--- src/buffer_cfg_pkg.sv ---
/* Payload words are fixed at 8 bytes. Module parameters must stay within
   16 queues, 256 pages and 64 words per page */
package buffer_cfg_pkg;

    // Payload word
    localparam int BYTES_PER_WORD = 8;
    localparam int WORD_BITS      = BYTES_PER_WORD * 8;
    localparam int BYTE_CNT_BITS  = 4;

    // Field widths for the largest geometry
    localparam int MAX_QUEUES_LOG = 4;
    localparam int MAX_PAGES_LOG  = 8;
    localparam int MAX_WPP_LOG    = 6;

    // Byte occupancy of one queue holding every page of the largest buffer
    localparam int OCC_BITS = MAX_PAGES_LOG + MAX_WPP_LOG + $clog2(BYTES_PER_WORD) + 1;

    // Free list loads its page indices before it serves requests
    typedef enum logic {
        FL_FILL,
        FL_RUN
    } free_list_state_e;

endpackage
--- src/queue_msg_pkg.sv ---
/* Index fields are sized for the package limits. Modules use only the low
   bits that their own parameters need */
package queue_msg_pkg;
    import buffer_cfg_pkg::*;

    // Word and byte count as stored in the buffer
    typedef struct packed {
        logic [WORD_BITS-1:0]     data;
        logic [BYTE_CNT_BITS-1:0] bytes;
    } payload_t;

    typedef struct packed {
        logic [MAX_QUEUES_LOG-1:0] queue;
        logic [WORD_BITS-1:0]      data;
        logic [BYTE_CNT_BITS-1:0]  bytes;
    } enq_req_t;

    typedef struct packed {
        logic [MAX_QUEUES_LOG-1:0] queue;
        logic [WORD_BITS-1:0]      data;
        logic [BYTE_CNT_BITS-1:0]  bytes;
    } deq_resp_t;

    // Tail pointer counts written words, one bit wider than a slot
    typedef struct packed {
        logic [MAX_QUEUES_LOG-1:0] queue;
        logic [MAX_WPP_LOG:0]      tail_ptr;
        logic                      new_page;
        logic [MAX_PAGES_LOG-1:0]  page;
    } tail_update_t;

    typedef struct packed {
        logic [MAX_QUEUES_LOG-1:0] queue;
        logic                      page_done;
    } head_update_t;

    // Enqueue increment or dequeue decrement
    typedef struct packed {
        logic [MAX_QUEUES_LOG-1:0] queue;
        logic [BYTE_CNT_BITS-1:0]  bytes;
    } occ_delta_t;

endpackage

--- src/queue_manager_top.sv ---
/* All strobes are single-cycle pulses with no back-pressure. Enqueues
   drop until ready_after_init rises after reset */
`timescale 1ns/100ps

module queue_manager_top
    import buffer_cfg_pkg::*;
    import queue_msg_pkg::*;
#(
    parameter int NUM_QUEUES     = 4,
    parameter int NUM_PAGES      = 8,
    parameter int WORDS_PER_PAGE = 4
) (
    input  logic                      enqueue_queue_occupancy_a4l,
    input  logic                      reset,
    input  logic                      enq_strobe,
    input  enq_req_t                  enq_req,
    input  logic                      deq_strobe,
    input  logic [MAX_QUEUES_LOG-1:0] deq_queue,
    output logic                      deq_valid,
    output deq_resp_t                 deq_resp,
    input  logic                      occ_query_strobe,
    input  logic [MAX_QUEUES_LOG-1:0] occ_query_queue,
    output logic                      occ_valid,
    output logic [OCC_BITS-1:0]       occ_bytes,
    output logic [NUM_QUEUES-1:0]     queue_empty,
    output logic                      enq_drop,
    output logic                      deq_underrun,
    output logic                      ready_after_init
);

    ////////////////////////////////////////
    // Internal connections

    logic [MAX_QUEUES_LOG-1:0] tail_lookup_queue;
    logic [MAX_WPP_LOG:0]      tail_ptr;
    logic [MAX_PAGES_LOG-1:0]  tail_page;
    logic [MAX_PAGES_LOG:0]    page_count;
    logic                      tail_update_strobe;
    tail_update_t              tail_update;
    logic                      occ_inc_strobe;
    occ_delta_t                occ_inc;
    logic [MAX_QUEUES_LOG-1:0] head_lookup_queue;
    logic [MAX_WPP_LOG-1:0]    head_ptr;
    logic [MAX_PAGES_LOG-1:0]  head_page;
    logic                      head_empty;
    logic                      head_update_strobe;
    head_update_t              head_update;
    logic                      occ_dec_strobe;
    occ_delta_t                occ_dec;
    logic                      alloc;
    logic [MAX_PAGES_LOG-1:0]  alloc_page;
    logic                      release_en;
    logic [MAX_PAGES_LOG-1:0]  release_page;
    logic                      free_empty;
    logic                      wr_en;
    logic [MAX_PAGES_LOG-1:0]  wr_page;
    logic [MAX_WPP_LOG-1:0]    wr_slot;
    payload_t                  wr_data;
    logic                      rd_en;
    logic [MAX_PAGES_LOG-1:0]  rd_page;
    logic [MAX_WPP_LOG-1:0]    rd_slot;
    payload_t                  rd_data;

    // Port names match the wires above
    page_free_list #(.NUM_PAGES(NUM_PAGES)) page_free_list_i (
        .init_done(ready_after_init),
        .*
    );

    queue_states #(.NUM_QUEUES(NUM_QUEUES), .NUM_PAGES(NUM_PAGES)) queue_states_i (.*);

    packet_buffer #(
        .NUM_PAGES(NUM_PAGES),
        .WORDS_PER_PAGE(WORDS_PER_PAGE)
    ) packet_buffer_i (.*);

    enqueue_ctrl #(.WORDS_PER_PAGE(WORDS_PER_PAGE)) enqueue_ctrl_i (.*);

    dequeue_ctrl #(.WORDS_PER_PAGE(WORDS_PER_PAGE)) dequeue_ctrl_i (.*);

endmodule

--- src/dequeue_ctrl.sv ---
/* One dequeue per cycle. Response and occupancy decrement follow the strobe
   by one cycle. An empty queue gives deq_underrun and no response */
`timescale 1ns/100ps

module dequeue_ctrl
    import buffer_cfg_pkg::*;
    import queue_msg_pkg::*;
#(
    parameter int WORDS_PER_PAGE = 4
) (
    input  logic                      enqueue_queue_occupancy_a4l,
    input  logic                      reset,
    input  logic                      deq_strobe,
    input  logic [MAX_QUEUES_LOG-1:0] deq_queue,
    // Head lookup and update
    output logic [MAX_QUEUES_LOG-1:0] head_lookup_queue,
    input  logic [MAX_WPP_LOG-1:0]    head_ptr,
    input  logic [MAX_PAGES_LOG-1:0]  head_page,
    input  logic                      head_empty,
    output logic                      head_update_strobe,
    output head_update_t              head_update,
    // Page return
    output logic                      release_en,
    output logic [MAX_PAGES_LOG-1:0]  release_page,
    // Buffer read
    output logic                      rd_en,
    output logic [MAX_PAGES_LOG-1:0]  rd_page,
    output logic [MAX_WPP_LOG-1:0]    rd_slot,
    input  payload_t                  rd_data,
    // Response
    output logic                      deq_valid,
    output deq_resp_t                 deq_resp,
    output logic                      occ_dec_strobe,
    output occ_delta_t                occ_dec,
    output logic                      deq_underrun
);

    logic                      go;
    logic                      last_slot;
    logic                      valid_q;
    logic [MAX_QUEUES_LOG-1:0] queue_q;

    assign head_lookup_queue = deq_queue;
    assign deq_underrun      = deq_strobe && head_empty;
    assign go                = deq_strobe && !head_empty;
    assign last_slot         = (head_ptr == MAX_WPP_LOG'(WORDS_PER_PAGE - 1));

    assign head_update_strobe    = go;
    assign head_update.queue     = deq_queue;
    assign head_update.page_done = last_slot;

    // Page is free once its last word has been latched by the read
    assign release_en   = go && last_slot;
    assign release_page = head_page;

    assign rd_en   = go;
    assign rd_page = head_page;
    assign rd_slot = head_ptr;

    always_ff @(posedge enqueue_queue_occupancy_a4l) begin
        if (reset) begin
            valid_q <= 1'b0;
        end else begin
            valid_q <= go;
        end
    end

    // Queue index of the read in flight
    always_ff @(posedge enqueue_queue_occupancy_a4l) begin
        if (go) begin
            queue_q <= deq_queue;
        end
    end

    assign deq_valid      = valid_q;
    assign deq_resp.queue = queue_q;
    assign deq_resp.data  = rd_data.data;
    assign deq_resp.bytes = rd_data.bytes;

    assign occ_dec_strobe = valid_q;
    assign occ_dec.queue  = queue_q;
    assign occ_dec.bytes  = rd_data.bytes;

endmodule

--- src/enqueue_ctrl.sv ---
/* Accepts one word per cycle with no back-pressure. A word that needs a page
   while the free list is empty is dropped and changes nothing */
`timescale 1ns/100ps

module enqueue_ctrl
    import buffer_cfg_pkg::*;
    import queue_msg_pkg::*;
#(
    parameter int WORDS_PER_PAGE = 4
) (
    input  logic                      enqueue_queue_occupancy_a4l,
    input  logic                      reset,
    input  logic                      enq_strobe,
    input  enq_req_t                  enq_req,
    // Tail lookup
    output logic [MAX_QUEUES_LOG-1:0] tail_lookup_queue,
    input  logic [MAX_WPP_LOG:0]      tail_ptr,
    input  logic [MAX_PAGES_LOG-1:0]  tail_page,
    input  logic [MAX_PAGES_LOG:0]    page_count,
    // Free list
    input  logic                      free_empty,
    input  logic [MAX_PAGES_LOG-1:0]  alloc_page,
    output logic                      alloc,
    // State updates
    output logic                      tail_update_strobe,
    output tail_update_t              tail_update,
    output logic                      occ_inc_strobe,
    output occ_delta_t                occ_inc,
    // Buffer write
    output logic                      wr_en,
    output logic [MAX_PAGES_LOG-1:0]  wr_page,
    output logic [MAX_WPP_LOG-1:0]    wr_slot,
    output payload_t                  wr_data,
    output logic                      enq_drop
);

    localparam int TP_BITS = MAX_WPP_LOG + 1;

    logic need_page;
    logic accept;

    assign tail_lookup_queue = enq_req.queue;

    // Queue without pages or with a full tail page
    assign need_page = (page_count == '0) || (tail_ptr == TP_BITS'(WORDS_PER_PAGE));
    assign enq_drop  = enq_strobe && need_page && free_empty;
    assign accept    = enq_strobe && !enq_drop;
    assign alloc     = accept && need_page;

    assign tail_update_strobe   = accept;
    assign tail_update.queue    = enq_req.queue;
    assign tail_update.tail_ptr = need_page ? TP_BITS'(1) : tail_ptr + 1'b1;
    assign tail_update.new_page = need_page;
    assign tail_update.page     = alloc_page;

    assign occ_inc_strobe = accept;
    assign occ_inc.queue  = enq_req.queue;
    assign occ_inc.bytes  = enq_req.bytes;

    // Slot after the last written word, or slot 0 of the fresh page
    assign wr_en         = accept;
    assign wr_page       = need_page ? alloc_page : tail_page;
    assign wr_slot       = need_page ? '0 : tail_ptr[MAX_WPP_LOG-1:0];
    assign wr_data.data  = enq_req.data;
    assign wr_data.bytes = enq_req.bytes;

    // Free list must not hand out a page this queue still owns
    fresh_page_a: assert property (@(posedge enqueue_queue_occupancy_a4l)
        disable iff (reset) alloc && page_count != '0 |-> alloc_page != tail_page)
        else $error("allocated page already in the tail chain");

endmodule

--- src/packet_buffer.sv ---
/* NUM_PAGES and WORDS_PER_PAGE must be powers of two, at least 2.
   Read data appears one cycle after rd_en */
`timescale 1ns/100ps

module packet_buffer
    import buffer_cfg_pkg::*;
    import queue_msg_pkg::*;
#(
    parameter int NUM_PAGES      = 8,
    parameter int WORDS_PER_PAGE = 4
) (
    input  logic                     enqueue_queue_occupancy_a4l,
    input  logic                     wr_en,
    input  logic [MAX_PAGES_LOG-1:0] wr_page,
    input  logic [MAX_WPP_LOG-1:0]   wr_slot,
    input  payload_t                 wr_data,
    input  logic                     rd_en,
    input  logic [MAX_PAGES_LOG-1:0] rd_page,
    input  logic [MAX_WPP_LOG-1:0]   rd_slot,
    output payload_t                 rd_data
);

    localparam int PL = $clog2(NUM_PAGES);
    localparam int WL = $clog2(WORDS_PER_PAGE);

    // Page index in the upper address bits, slot in the lower
    payload_t mem [NUM_PAGES * WORDS_PER_PAGE];

    always_ff @(posedge enqueue_queue_occupancy_a4l) begin
        if (wr_en) begin
            mem[{wr_page[PL-1:0], wr_slot[WL-1:0]}] <= wr_data;
        end
        if (rd_en) begin
            rd_data <= mem[{rd_page[PL-1:0], rd_slot[WL-1:0]}];
        end
    end

endmodule

--- src/queue_states.sv ---
/* NUM_QUEUES and NUM_PAGES must be powers of two, at least 2. Lookup outputs
   are combinational and show the state before this cycle's updates */
`timescale 1ns/100ps

module queue_states
    import buffer_cfg_pkg::*;
    import queue_msg_pkg::*;
#(
    parameter int NUM_QUEUES = 4,
    parameter int NUM_PAGES  = 8
) (
    input  logic                      enqueue_queue_occupancy_a4l,
    input  logic                      reset,
    // Tail side
    input  logic [MAX_QUEUES_LOG-1:0] tail_lookup_queue,
    output logic [MAX_WPP_LOG:0]      tail_ptr,
    output logic [MAX_PAGES_LOG-1:0]  tail_page,
    output logic [MAX_PAGES_LOG:0]    page_count,
    input  logic                      tail_update_strobe,
    input  tail_update_t              tail_update,
    input  logic                      occ_inc_strobe,
    input  occ_delta_t                occ_inc,
    // Head side
    input  logic [MAX_QUEUES_LOG-1:0] head_lookup_queue,
    output logic [MAX_WPP_LOG-1:0]    head_ptr,
    output logic [MAX_PAGES_LOG-1:0]  head_page,
    output logic                      head_empty,
    input  logic                      head_update_strobe,
    input  head_update_t              head_update,
    input  logic                      occ_dec_strobe,
    input  occ_delta_t                occ_dec,
    // Occupancy query and flags
    input  logic                      occ_query_strobe,
    input  logic [MAX_QUEUES_LOG-1:0] occ_query_queue,
    output logic                      occ_valid,
    output logic [OCC_BITS-1:0]       occ_bytes,
    output logic [NUM_QUEUES-1:0]     queue_empty
);

    localparam int QL      = $clog2(NUM_QUEUES);
    localparam int CL      = $clog2(NUM_PAGES);
    localparam int PC_BITS = MAX_PAGES_LOG + 1;

    logic [MAX_WPP_LOG:0]     tail_ptrs [NUM_QUEUES];
    logic [MAX_WPP_LOG-1:0]   head_ptrs [NUM_QUEUES];
    logic [PC_BITS-1:0]       page_cnts [NUM_QUEUES];
    logic [OCC_BITS-1:0]      occ       [NUM_QUEUES];
    logic [CL-1:0]            chain_wr  [NUM_QUEUES];
    logic [CL-1:0]            chain_rd  [NUM_QUEUES];
    logic [MAX_PAGES_LOG-1:0] chain     [NUM_QUEUES][NUM_PAGES];

    logic [QL-1:0]         tq;
    logic [QL-1:0]         hq;
    logic [QL-1:0]         uq;
    logic [QL-1:0]         qq;
    logic [QL-1:0]         dq;
    logic [NUM_QUEUES-1:0] tail_hit;
    logic [NUM_QUEUES-1:0] head_hit;
    logic [NUM_QUEUES-1:0] inc_hit;
    logic [NUM_QUEUES-1:0] dec_hit;

    assign tq = tail_lookup_queue[QL-1:0];
    assign hq = head_lookup_queue[QL-1:0];
    assign uq = tail_update.queue[QL-1:0];
    assign qq = occ_query_queue[QL-1:0];
    assign dq = occ_dec.queue[QL-1:0];

    ////////////////////////////////////////
    // Lookups

    // Chain write index points one past the tail page
    assign tail_ptr   = tail_ptrs[tq];
    assign page_count = page_cnts[tq];
    assign tail_page  = chain[tq][chain_wr[tq] - 1'b1];

    assign head_ptr   = head_ptrs[hq];
    assign head_page  = chain[hq][chain_rd[hq]];
    assign head_empty = queue_empty[hq];

    always_comb begin
        for (int q = 0; q < NUM_QUEUES; q++) begin
            tail_hit[q] = tail_update_strobe && (tail_update.queue == MAX_QUEUES_LOG'(q));
            head_hit[q] = head_update_strobe && (head_update.queue == MAX_QUEUES_LOG'(q));
            inc_hit[q]  = occ_inc_strobe && (occ_inc.queue == MAX_QUEUES_LOG'(q));
            dec_hit[q]  = occ_dec_strobe && (occ_dec.queue == MAX_QUEUES_LOG'(q));
            // Head meets tail inside the only page left
            queue_empty[q] = (page_cnts[q] == '0) ||
                             (page_cnts[q] == PC_BITS'(1) &&
                              {1'b0, head_ptrs[q]} == tail_ptrs[q]);
        end
    end

    ////////////////////////////////////////
    // Updates

    always_ff @(posedge enqueue_queue_occupancy_a4l) begin
        if (reset) begin
            tail_ptrs <= '{default: '0};
            head_ptrs <= '{default: '0};
            page_cnts <= '{default: '0};
            occ       <= '{default: '0};
            chain_wr  <= '{default: '0};
            chain_rd  <= '{default: '0};
            occ_valid <= 1'b0;
        end else begin
            occ_valid <= occ_query_strobe;
            for (int q = 0; q < NUM_QUEUES; q++) begin
                if (tail_hit[q]) begin
                    tail_ptrs[q] <= tail_update.tail_ptr;
                end
                if (tail_hit[q] && tail_update.new_page) begin
                    chain_wr[q] <= chain_wr[q] + 1'b1;
                end
                if (head_hit[q]) begin
                    head_ptrs[q] <= head_update.page_done ? '0 : head_ptrs[q] + 1'b1;
                end
                if (head_hit[q] && head_update.page_done) begin
                    chain_rd[q] <= chain_rd[q] + 1'b1;
                end
                // New page and finished page in one cycle cancel out
                page_cnts[q] <= page_cnts[q]
                              + PC_BITS'(tail_hit[q] && tail_update.new_page)
                              - PC_BITS'(head_hit[q] && head_update.page_done);
                occ[q] <= occ[q]
                        + (inc_hit[q] ? OCC_BITS'(occ_inc.bytes) : '0)
                        - (dec_hit[q] ? OCC_BITS'(occ_dec.bytes) : '0);
            end
        end
    end

    // Chain entries and query data
    always_ff @(posedge enqueue_queue_occupancy_a4l) begin
        if (tail_update_strobe && tail_update.new_page) begin
            chain[uq][chain_wr[uq]] <= tail_update.page;
        end
        if (occ_query_strobe) begin
            occ_bytes <= occ[qq];
        end
    end

    // Decrement arrives a cycle after the read while its bytes are still counted
    occ_underflow_a: assert property (@(posedge enqueue_queue_occupancy_a4l)
        disable iff (reset) occ_dec_strobe |-> occ[dq] >= OCC_BITS'(occ_dec.bytes))
        else $error("queue occupancy underflow");

    queue_index_a: assert property (@(posedge enqueue_queue_occupancy_a4l)
        disable iff (reset)
        (tail_update_strobe -> tail_update.queue < NUM_QUEUES) &&
        (head_update_strobe -> head_update.queue < NUM_QUEUES) &&
        (occ_query_strobe -> occ_query_queue < NUM_QUEUES))
        else $error("queue index out of range");

endmodule

--- src/page_free_list.sv ---
/* NUM_PAGES must be a power of two, at least 2. The list reports empty for
   NUM_PAGES cycles after reset while it loads every page index */
`timescale 1ns/100ps

module page_free_list
    import buffer_cfg_pkg::*;
#(
    parameter int NUM_PAGES = 8
) (
    input  logic                     enqueue_queue_occupancy_a4l,
    input  logic                     reset,
    input  logic                     alloc,
    output logic [MAX_PAGES_LOG-1:0] alloc_page,
    input  logic                     release_en,
    input  logic [MAX_PAGES_LOG-1:0] release_page,
    output logic                     free_empty,
    output logic                     init_done
);

    localparam int PL = $clog2(NUM_PAGES);
    localparam int CW = PL + 1;

    free_list_state_e         state;
    logic [MAX_PAGES_LOG-1:0] slots [NUM_PAGES];
    logic [PL-1:0]            rd_ptr;
    logic [PL-1:0]            wr_ptr;
    logic [CW-1:0]            count;
    logic                     push;
    logic [MAX_PAGES_LOG-1:0] push_page;

    assign init_done  = (state == FL_RUN);
    assign free_empty = !init_done || (count == '0);
    assign alloc_page = slots[rd_ptr];

    // Fill stores the page indices in order, run stores returned pages
    assign push      = init_done ? release_en : 1'b1;
    assign push_page = init_done ? release_page : MAX_PAGES_LOG'(wr_ptr);

    always_ff @(posedge enqueue_queue_occupancy_a4l) begin
        if (push) begin
            slots[wr_ptr] <= push_page;
        end
    end

    always_ff @(posedge enqueue_queue_occupancy_a4l) begin
        if (reset) begin
            state  <= FL_FILL;
            rd_ptr <= '0;
            wr_ptr <= '0;
            count  <= '0;
        end else begin
            if (push) begin
                wr_ptr <= wr_ptr + 1'b1;
            end
            if (alloc) begin
                rd_ptr <= rd_ptr + 1'b1;
            end
            // Allocate and release together leave the count alone
            count <= count + CW'(push) - CW'(alloc);
            if (state == FL_FILL && wr_ptr == PL'(NUM_PAGES - 1)) begin
                state <= FL_RUN;
            end
        end
    end

    ////////////////////////////////////////
    // Checks on the enqueue and dequeue sides

    alloc_not_empty_a: assert property (@(posedge enqueue_queue_occupancy_a4l)
        disable iff (reset) alloc |-> !free_empty)
        else $error("page allocated from an empty free list");

    release_not_full_a: assert property (@(posedge enqueue_queue_occupancy_a4l)
        disable iff (reset) release_en |-> init_done && count < CW'(NUM_PAGES))
        else $error("page released into a full free list");

endmodule

--- config.mk ---
export PLATFORM = sky130hd
export DESIGN_NAME = queue_manager_top
export DESIGN_NICKNAME = d
export VERILOG_FILES = /design/src/buffer_cfg_pkg.sv /design/src/queue_msg_pkg.sv /design/src/queue_manager_top.sv /design/src/dequeue_ctrl.sv /design/src/enqueue_ctrl.sv /design/src/packet_buffer.sv /design/src/queue_states.sv /design/src/page_free_list.sv
export SDC_FILE = /design/constraint.sdc
export NUM_CORES = 2
export LEC_CHECK = 0
export BUFFER_PORTS_ARGS = -buffer_cell sky130_fd_sc_hd__buf_2
export CAP_MARGIN = 25
export CORE_MARGIN = 2
export CORE_UTILIZATION = 67
export CTS_CLUSTER_DIAMETER = 100
export CTS_CLUSTER_SIZE = 25
export DETAILED_ROUTE_END_ITERATION = 10
export PLACE_DENSITY_LB_ADDON = 0.05
export SYNTH_ARGS = -nofsm -noshare
export SYNTH_HDL_FRONTEND = slang
export SYNTH_SLANG_ARGS = --single-unit
--- constraint.sdc ---
create_clock -name enqueue_queue_occupancy_a4l -period 19 [get_ports enqueue_queue_occupancy_a4l]
set_clock_uncertainty 0.1 [all_clocks]
set_input_delay 3.8 -clock enqueue_queue_occupancy_a4l [delete_from_list [all_inputs] [get_ports enqueue_queue_occupancy_a4l]]
set_output_delay 3.8 -clock enqueue_queue_occupancy_a4l [all_outputs]
set_load 0.02 [all_outputs]
---- Word level (Yosys, flattened, before mapping) ----
Memory sizes are Yosys's and may differ from the RTL's. A register that Yosys moved wholly into a read port is not among the register bits.
Index checks and enable logic that the tools add are counted.
storage, ports and cells
  register bits ........................... 219
  bits in writable memories ............... 2,496
  input bits .............................. 85
  output and inout port bits .............. 99
  logic and storage cells ................. 208
  memories kept ........................... 3
memory list
  memory                  words  width  rd ports  clocked after Yosys merged registers in  wr ports  line                  text
  packet_buffer_i.mem     32     68     1         1                                        1         packet_buffer.sv:27   payload_t mem [NUM_PAGES * WORDS_PER_PAGE];
  queue_states_i.chain    4      64     2         0                                        1         queue_states.sv:50    logic [MAX_PAGES_LOG-1:0] chain [NUM_QUEUES][NUM_PAGES];
  page_free_list_i.slots  8      8      1         1                                        1         page_free_list.sv:24  logic [MAX_PAGES_LOG-1:0] slots [NUM_PAGES];
operators by class
  add/subtract/negate cells ............... 34
  $lt $le $gt $ge ......................... 8
  eq/ne operators ......................... 20
  mux-type cells .......................... 53
  bitwise gates (word level) .............. 7
  reductions and logical operators ........ 51
operators with widths
  kind                                           count
  adder 18 bit                                   4
  subtractor 18 bit                              4
  2-to-1 mux 64 bit                              1
  binary-select mux 8 bit (select 3 bit)         2
  zero test 9 bit                                5
  adder 9 x 1 -> 9 bit                           4
  binary-select mux 18 bit (select 2 bit)        1
  == test 9 x 1 -> 1 bit, second input constant  4
  2-to-1 mux 18 bit                              2
  2-to-1 mux 6 bit                               6
  subtractor 9 x 1 -> 9 bit                      4
  logical AND 1 bit                              33
  2-to-1 mux 4 bit                               8
  2-to-1 mux 8 bit                               4
  adder 3 x 1 -> 3 bit, second input constant    10
  == test 6 x 7 -> 1 bit                         4
  2-to-1 mux 3 bit                               9
  adder 6 x 1 -> 6 bit, second input constant    4
  demux 8 bit (select 3 bit)                     1
  == test 4 x 2 -> 1 bit, second input constant  6
  2-to-1 mux 7 bit                               3
  binary-select mux 9 bit (select 2 bit)         1
  2-to-1 mux 9 bit                               2
  zero test 4 bit                                4
  23 further kinds                               47

---- Logic depth before layout (Yosys ltp) ----
  depth after elaboration ................. 14
  gate-level depth with buffers ........... 23
  mapped depth without buffers ............ 19

---- By module ----
Synthesis repeated with hierarchy kept, for this count alone.
unflattened totals
  cells, all modules ...................... 5,857
  area, all modules ....................... 115,592.1 µm²
by module, submodules not included
  module          times used  cells each  area each (µm²)  seq. area each (µm²)
  packet_buffer   1           3,286       84,573.6         67,384.6
  queue_states    1           2,095       25,567.0         11,931.4
  page_free_list  1           177         3,201.8          2,202.1
  enqueue_ctrl    1           178         1,242.4          0.0
  dequeue_ctrl    1           121         1,007.2          140.1

---- Least setup slack after synthesis ----
No wires, ideal clock.
  path type ............................... input to register
  start ................................... input port enq_req[68] (netlist name)
  end ..................................... memory packet_buffer_i.mem[0][0] (netlist name) (enable)
  library setup time ...................... 0.495 ns
  data arrival time ....................... 9.785 ns
  data required time ...................... 18.405 ns
  setup slack ............................. 8.620 ns
  stages on the path ...................... 13
  path buffers ............................ 5
  path through ............................ buf_2 buf_6 buf_6 buf_2 mux4_2 inv_1 ha_1 buf_1 mux4_2 mux2_2 mux2i_2 nand3_1 nor2_1
on the way
  word-level cells in the longest chain between the ends .. 12
  elaborated cells on any way between the ends .. 27
  classes of those cells .................. 1 x add/sub; 1 x eq/ne; 16 x mux; 2 x bitwise; 6 x reduce/logical; 1 x memory
RTL lines
  what                                                                                line                     text
  start: declaration                                                                  queue_manager_top.sv:16  input enq_req_t enq_req,
  parallel branches: the longest is 12 deep, another holds subtractor 3 x 1 -> 3 bit  --
  end: declaration                                                                    packet_buffer.sv:27
Parallel ways; which one is timed is not known. The select of a mux whose other input is x is not followed.

---- Worst setup path in the final report ----
  start ................................... input port enq_req[68] (netlist name)
  end ..................................... output port enq_drop
on the way
  word-level cells in the longest chain between the ends .. 8
  elaborated cells on any way between the ends .. 12
  classes of those cells .................. 1 x eq/ne; 6 x mux; 1 x bitwise; 4 x reduce/logical
RTL lines
  what                                                                                              line                                    text
  inverter 2 -> 3 bit (implied by the code) *                                                       queue_states.sv:72, queue_states.sv:73
  binary-select mux 7 bit (select 2 bit) or binary-select mux 9 bit (select 2 bit) (tied branches)  queue_states.sv:72, queue_states.sv:73
  2-to-1 mux 7 bit (implied by the code) or 2-to-1 mux 9 bit (tied branches) (2 in series)          queue_states.sv:72, queue_states.sv:73
  == test 7 x 3 -> 1 bit or zero test 9 bit (tied branches)                                         enqueue_ctrl.sv:45                      assign need_page = (page_count == '0) || (tail_ptr == TP_BITS'(WORDS_PER_PAGE));
  logical OR 1 bit *                                                                                enqueue_ctrl.sv:45
  logical AND 1 bit * (2 in series)                                                                 enqueue_ctrl.sv:46                      assign enq_drop = enq_strobe && need_page && free_empty;
  end: declaration                                                                                  queue_manager_top.sv:26                 output logic enq_drop,
Mark *: on every way between the ends. The rest lies on a longest branch, timed or not. The select of a mux whose other input is x is not followed.

==> flow_metrics.tcl <==
set metrics [dict create \
    cts_tree "yes" \
    start_util 0.676 \
    cts.sinks 2586 \
    grt_pass1_wl_um 337000 \
    area_delta_synth_final_pct 6.53 \
    rsz0062_at_grt "false" \
    seq_area_frac_synth 0.724 \
    ys_ff_latch 2586 \
    postCtsHoldBufs 0 \
    synthMostInstantiatedCell "edfxtp_1" \
    grt_use_total 0.293 \
    final_antenna_net_count 0 \
    row_count 144 \
    min_period_ps 10390 \
    p_per_area_nw_per_um2 96.8 \
    postSynthCellCount 5308 \
    fillCellCount 9023 \
    first_pass_iters 5 \
    globalRouteMet1Util 0.432 \
    crit_path_max_fanout 41 \
    cp.arrival_ps 6490 \
    clkTransAtPathRegs_ps 90 \
    status "finished clean" \
    die_area_um2 159000 \
    yosysWarnings 0 \
    route.vias.total 51200 \
    syn_avg_cell_area_um2 19.7 \
    drive_above_1_share 0.252 \
    viasPerCell 6.78 \
    cts_max_level 3 \
    cts_buffers 113 \
    grt_max_degree 166 \
    hold-path-cell-count 2 \
    cts_root_buf "clkbuf_16" \
    maxSlewViolCount 0 \
    antenna_found_initial 21 \
    hp-class "register to register" \
    setup_viol 0 \
    synth_edf_count 2386 \
    fp.dieH_um 399 \
    cts_setup_buffers 0 \
    crit_path_start_kind "primary input" \
    critPathTopFamily "buffers and inverters" \
    routed_wl_um 230000 \
    insertion_delay_ps 790 \
    power.total_mw 10.8 \
    cts-resized-gates 0 \
    finalNetCount 5717 \
    syn-num-nets 5557 \
    setup-tns-final_ps 0 \
    vdd_ir_drop_max_uv 108 \
    routedWlPerCell_um 30.4 \
    globalRouteMet2Util 0.482 \
    worst_path_largest_cell_delay_ps 730 \
    io_buffers 181 \
    drc 0 \
    layout_worst_path_cycle_share 0.547 \
    end_kind "primary output" \
    hold_viol_final 0 \
    yosys.area.top_type "edfxtp_1" \
    first_iter_violations 6337 \
    hold_slack_ps 394 \
    async_flop_share 0 \
    ys_top_cells_by_area "edfxtp_1 (69%), mux4_2 (14%), dfxtp_1 (3.8%)" \
    gr-usage-met3 0.0422 \
    tightest_slew_ps 1100 \
    grt_pass1_vias 50400 \
    maxCapViolations 0 \
    top_usage_layer "met2" \
    core_um2 154000 \
    place.gp.congestion 0.849 \
    synth_top_area_share 0.686 \
    synth_flop_cell "edfxtp_1" \
    crit_required_ps 15100 \
    yosysUniqueCellTypes 56 \
    worstPathCellList "buf_2 -> buf_4 -> mux4_2 -> inv_1 -> ha_1 -> and3_1 -> a211oi_4 -> buf_4 -> nor2_1 -> buf_2" \
    p_leak_nw 34.7 \
    hpwl_um 121000 \
    grt_overflow 0 \
    syn-cell-area_um2 104000 \
    ys_top_cells_by_count "edfxtp_1 (2386), mux4_2 (639), nor2_1 (323)" \
    crit_cells 10 \
    critPathBufInv 5 \
    clockBufferDepth 3 \
    ios 184 \
    critical_path_class "primary input to primary output" \
    die-width_um 399 \
    critical_path.slowest_cell "mux4_2" \
    r2r.worst_path.cells 9 \
    fmax_mhz 96.3 \
    slew_headroom 0.266 \
]
layout make-up:
cell class                 instances  area, um2  area share
sequential                      2586      75700       0.680
tap                             2044       2560      0.0230
antenna                            3       7.51   0.0000675
multi-input combinational       2293      27200       0.244
clock inverter                     7        140     0.00126
clock buffer                     143       2960      0.0266
inverter                         182        683     0.00614
timing repair buffer             292       2080      0.0187
layer usage:
metal / share of wire / wire, um / vias up
met5: 0.00039 / 89 / -
met4: 0.020 / 4490 / 12
met3: 0.086 / 19700 / 301
met2: 0.50 / 115000 / 2369
met1: 0.39 / 90600 / 27000
li1: - / - / 21600
placed cells by master (no fill, tap or decap), types with 28 or more instances in the layout:
cell / instances
o22ai_1: 136
dfxtp_1: 200
ha_1: 143
clkbuf_1: 29
mux2i_1: 28
a21oi_1: 79
and2_1: 28
buf_2: 182
mux2_2: 276
nand3b_1: 31
clkbuf_16: 114
a21o_1: 35
nor2_4: 33
xnor2_1: 66
inv_1: 182
o21ai_0: 73
mux4_2: 637
nand2_1: 67
edfxtp_1: 2386
xor2_1: 84
nor2_1: 290
buf_4: 90
worst paths after layout:
kind                                                   from  slack [ps]                                      end
setup / recovery                                enq_req[68]        8610                                 enq_drop
hold reg to reg     page_free_list_i.rd_ptr[1]$_SDFFE_PP0P_         390  page_free_list_i.rd_ptr[1]$_SDFFE_PP0P_
hold / removal      page_free_list_i.rd_ptr[1]$_SDFFE_PP0P_         390  page_free_list_i.rd_ptr[1]$_SDFFE_PP0P_
setup reg to reg  queue_states_i.head_ptrs[12]$_SDFFE_PP0P_       12870    packet_buffer_i.rd_data[57]$_DFFE_PP_
per-stage QoR:
step                      instances  setup slack (ps)  instance area [um2]  utilization
after floorplan                5308              8620               104000            -
after global placement         7378              8370               108000        0.697
after detailed placement       7386              8320               108000        0.699
after CTS                      7536              8560               111000        0.719
after global routing           7548              8440               111000        0.720
final                          7550              8610               111000        0.720
state kept, by name, summed over array words and instances, names as in the netlist, named ones only:
| name | flops |
|---|---|
| page_free_list_i.wr_ptr | 3 |
| page_free_list_i.rd_ptr | 3 |
| queue_states_i.chain | 96 |
| queue_states_i.occ_bytes | 18 |
| queue_states_i.chain_wr | 12 |
| dequeue_ctrl_i.queue_q | 4 |
| queue_states_i.occ | 72 |
| queue_states_i.page_cnts | 36 |
| queue_states_i.tail_ptrs | 28 |
| page_free_list_i.slots | 24 |
| queue_states_i.occ_valid | 1 |
| packet_buffer_i.rd_data | 68 |
| page_free_list_i.count | 4 |
| queue_states_i.chain_rd | 12 |
| page_free_list_i.init_done | 1 |
| queue_states_i.head_ptrs | 24 |
| packet_buffer_i.mem | 2176 |
| dequeue_ctrl_i.deq_valid | 1 |
where the power goes:
group          total (mW)  internal, mW  switching (mW)
sequential           6.51          6.42          0.0904
combinational        1.51         0.621           0.891
clock                2.75          1.11            1.65
cell families after synthesis:
logic type	synth area share
and+or+nand+nor	0.0307
muxes	0.171
adders and majority gates	0.0212
DFF	0.724
buffers and inverters	0.0183
xor gates and xnor gates	0.0126
AOI/OAI and AO/OA	0.0220
worst reg2reg max path, cell delays in order, from the launching register on:
cell	delay, ps
dfxtp_1	470
mux4_4	760
buf_4	760
buf_4	860
buf_4	920
buf_4	790
mux4_2	610
mux2_2	270
o22ai_1	220
nor2_1	90
No activity file was read; power rests on OpenSTA's default activity.
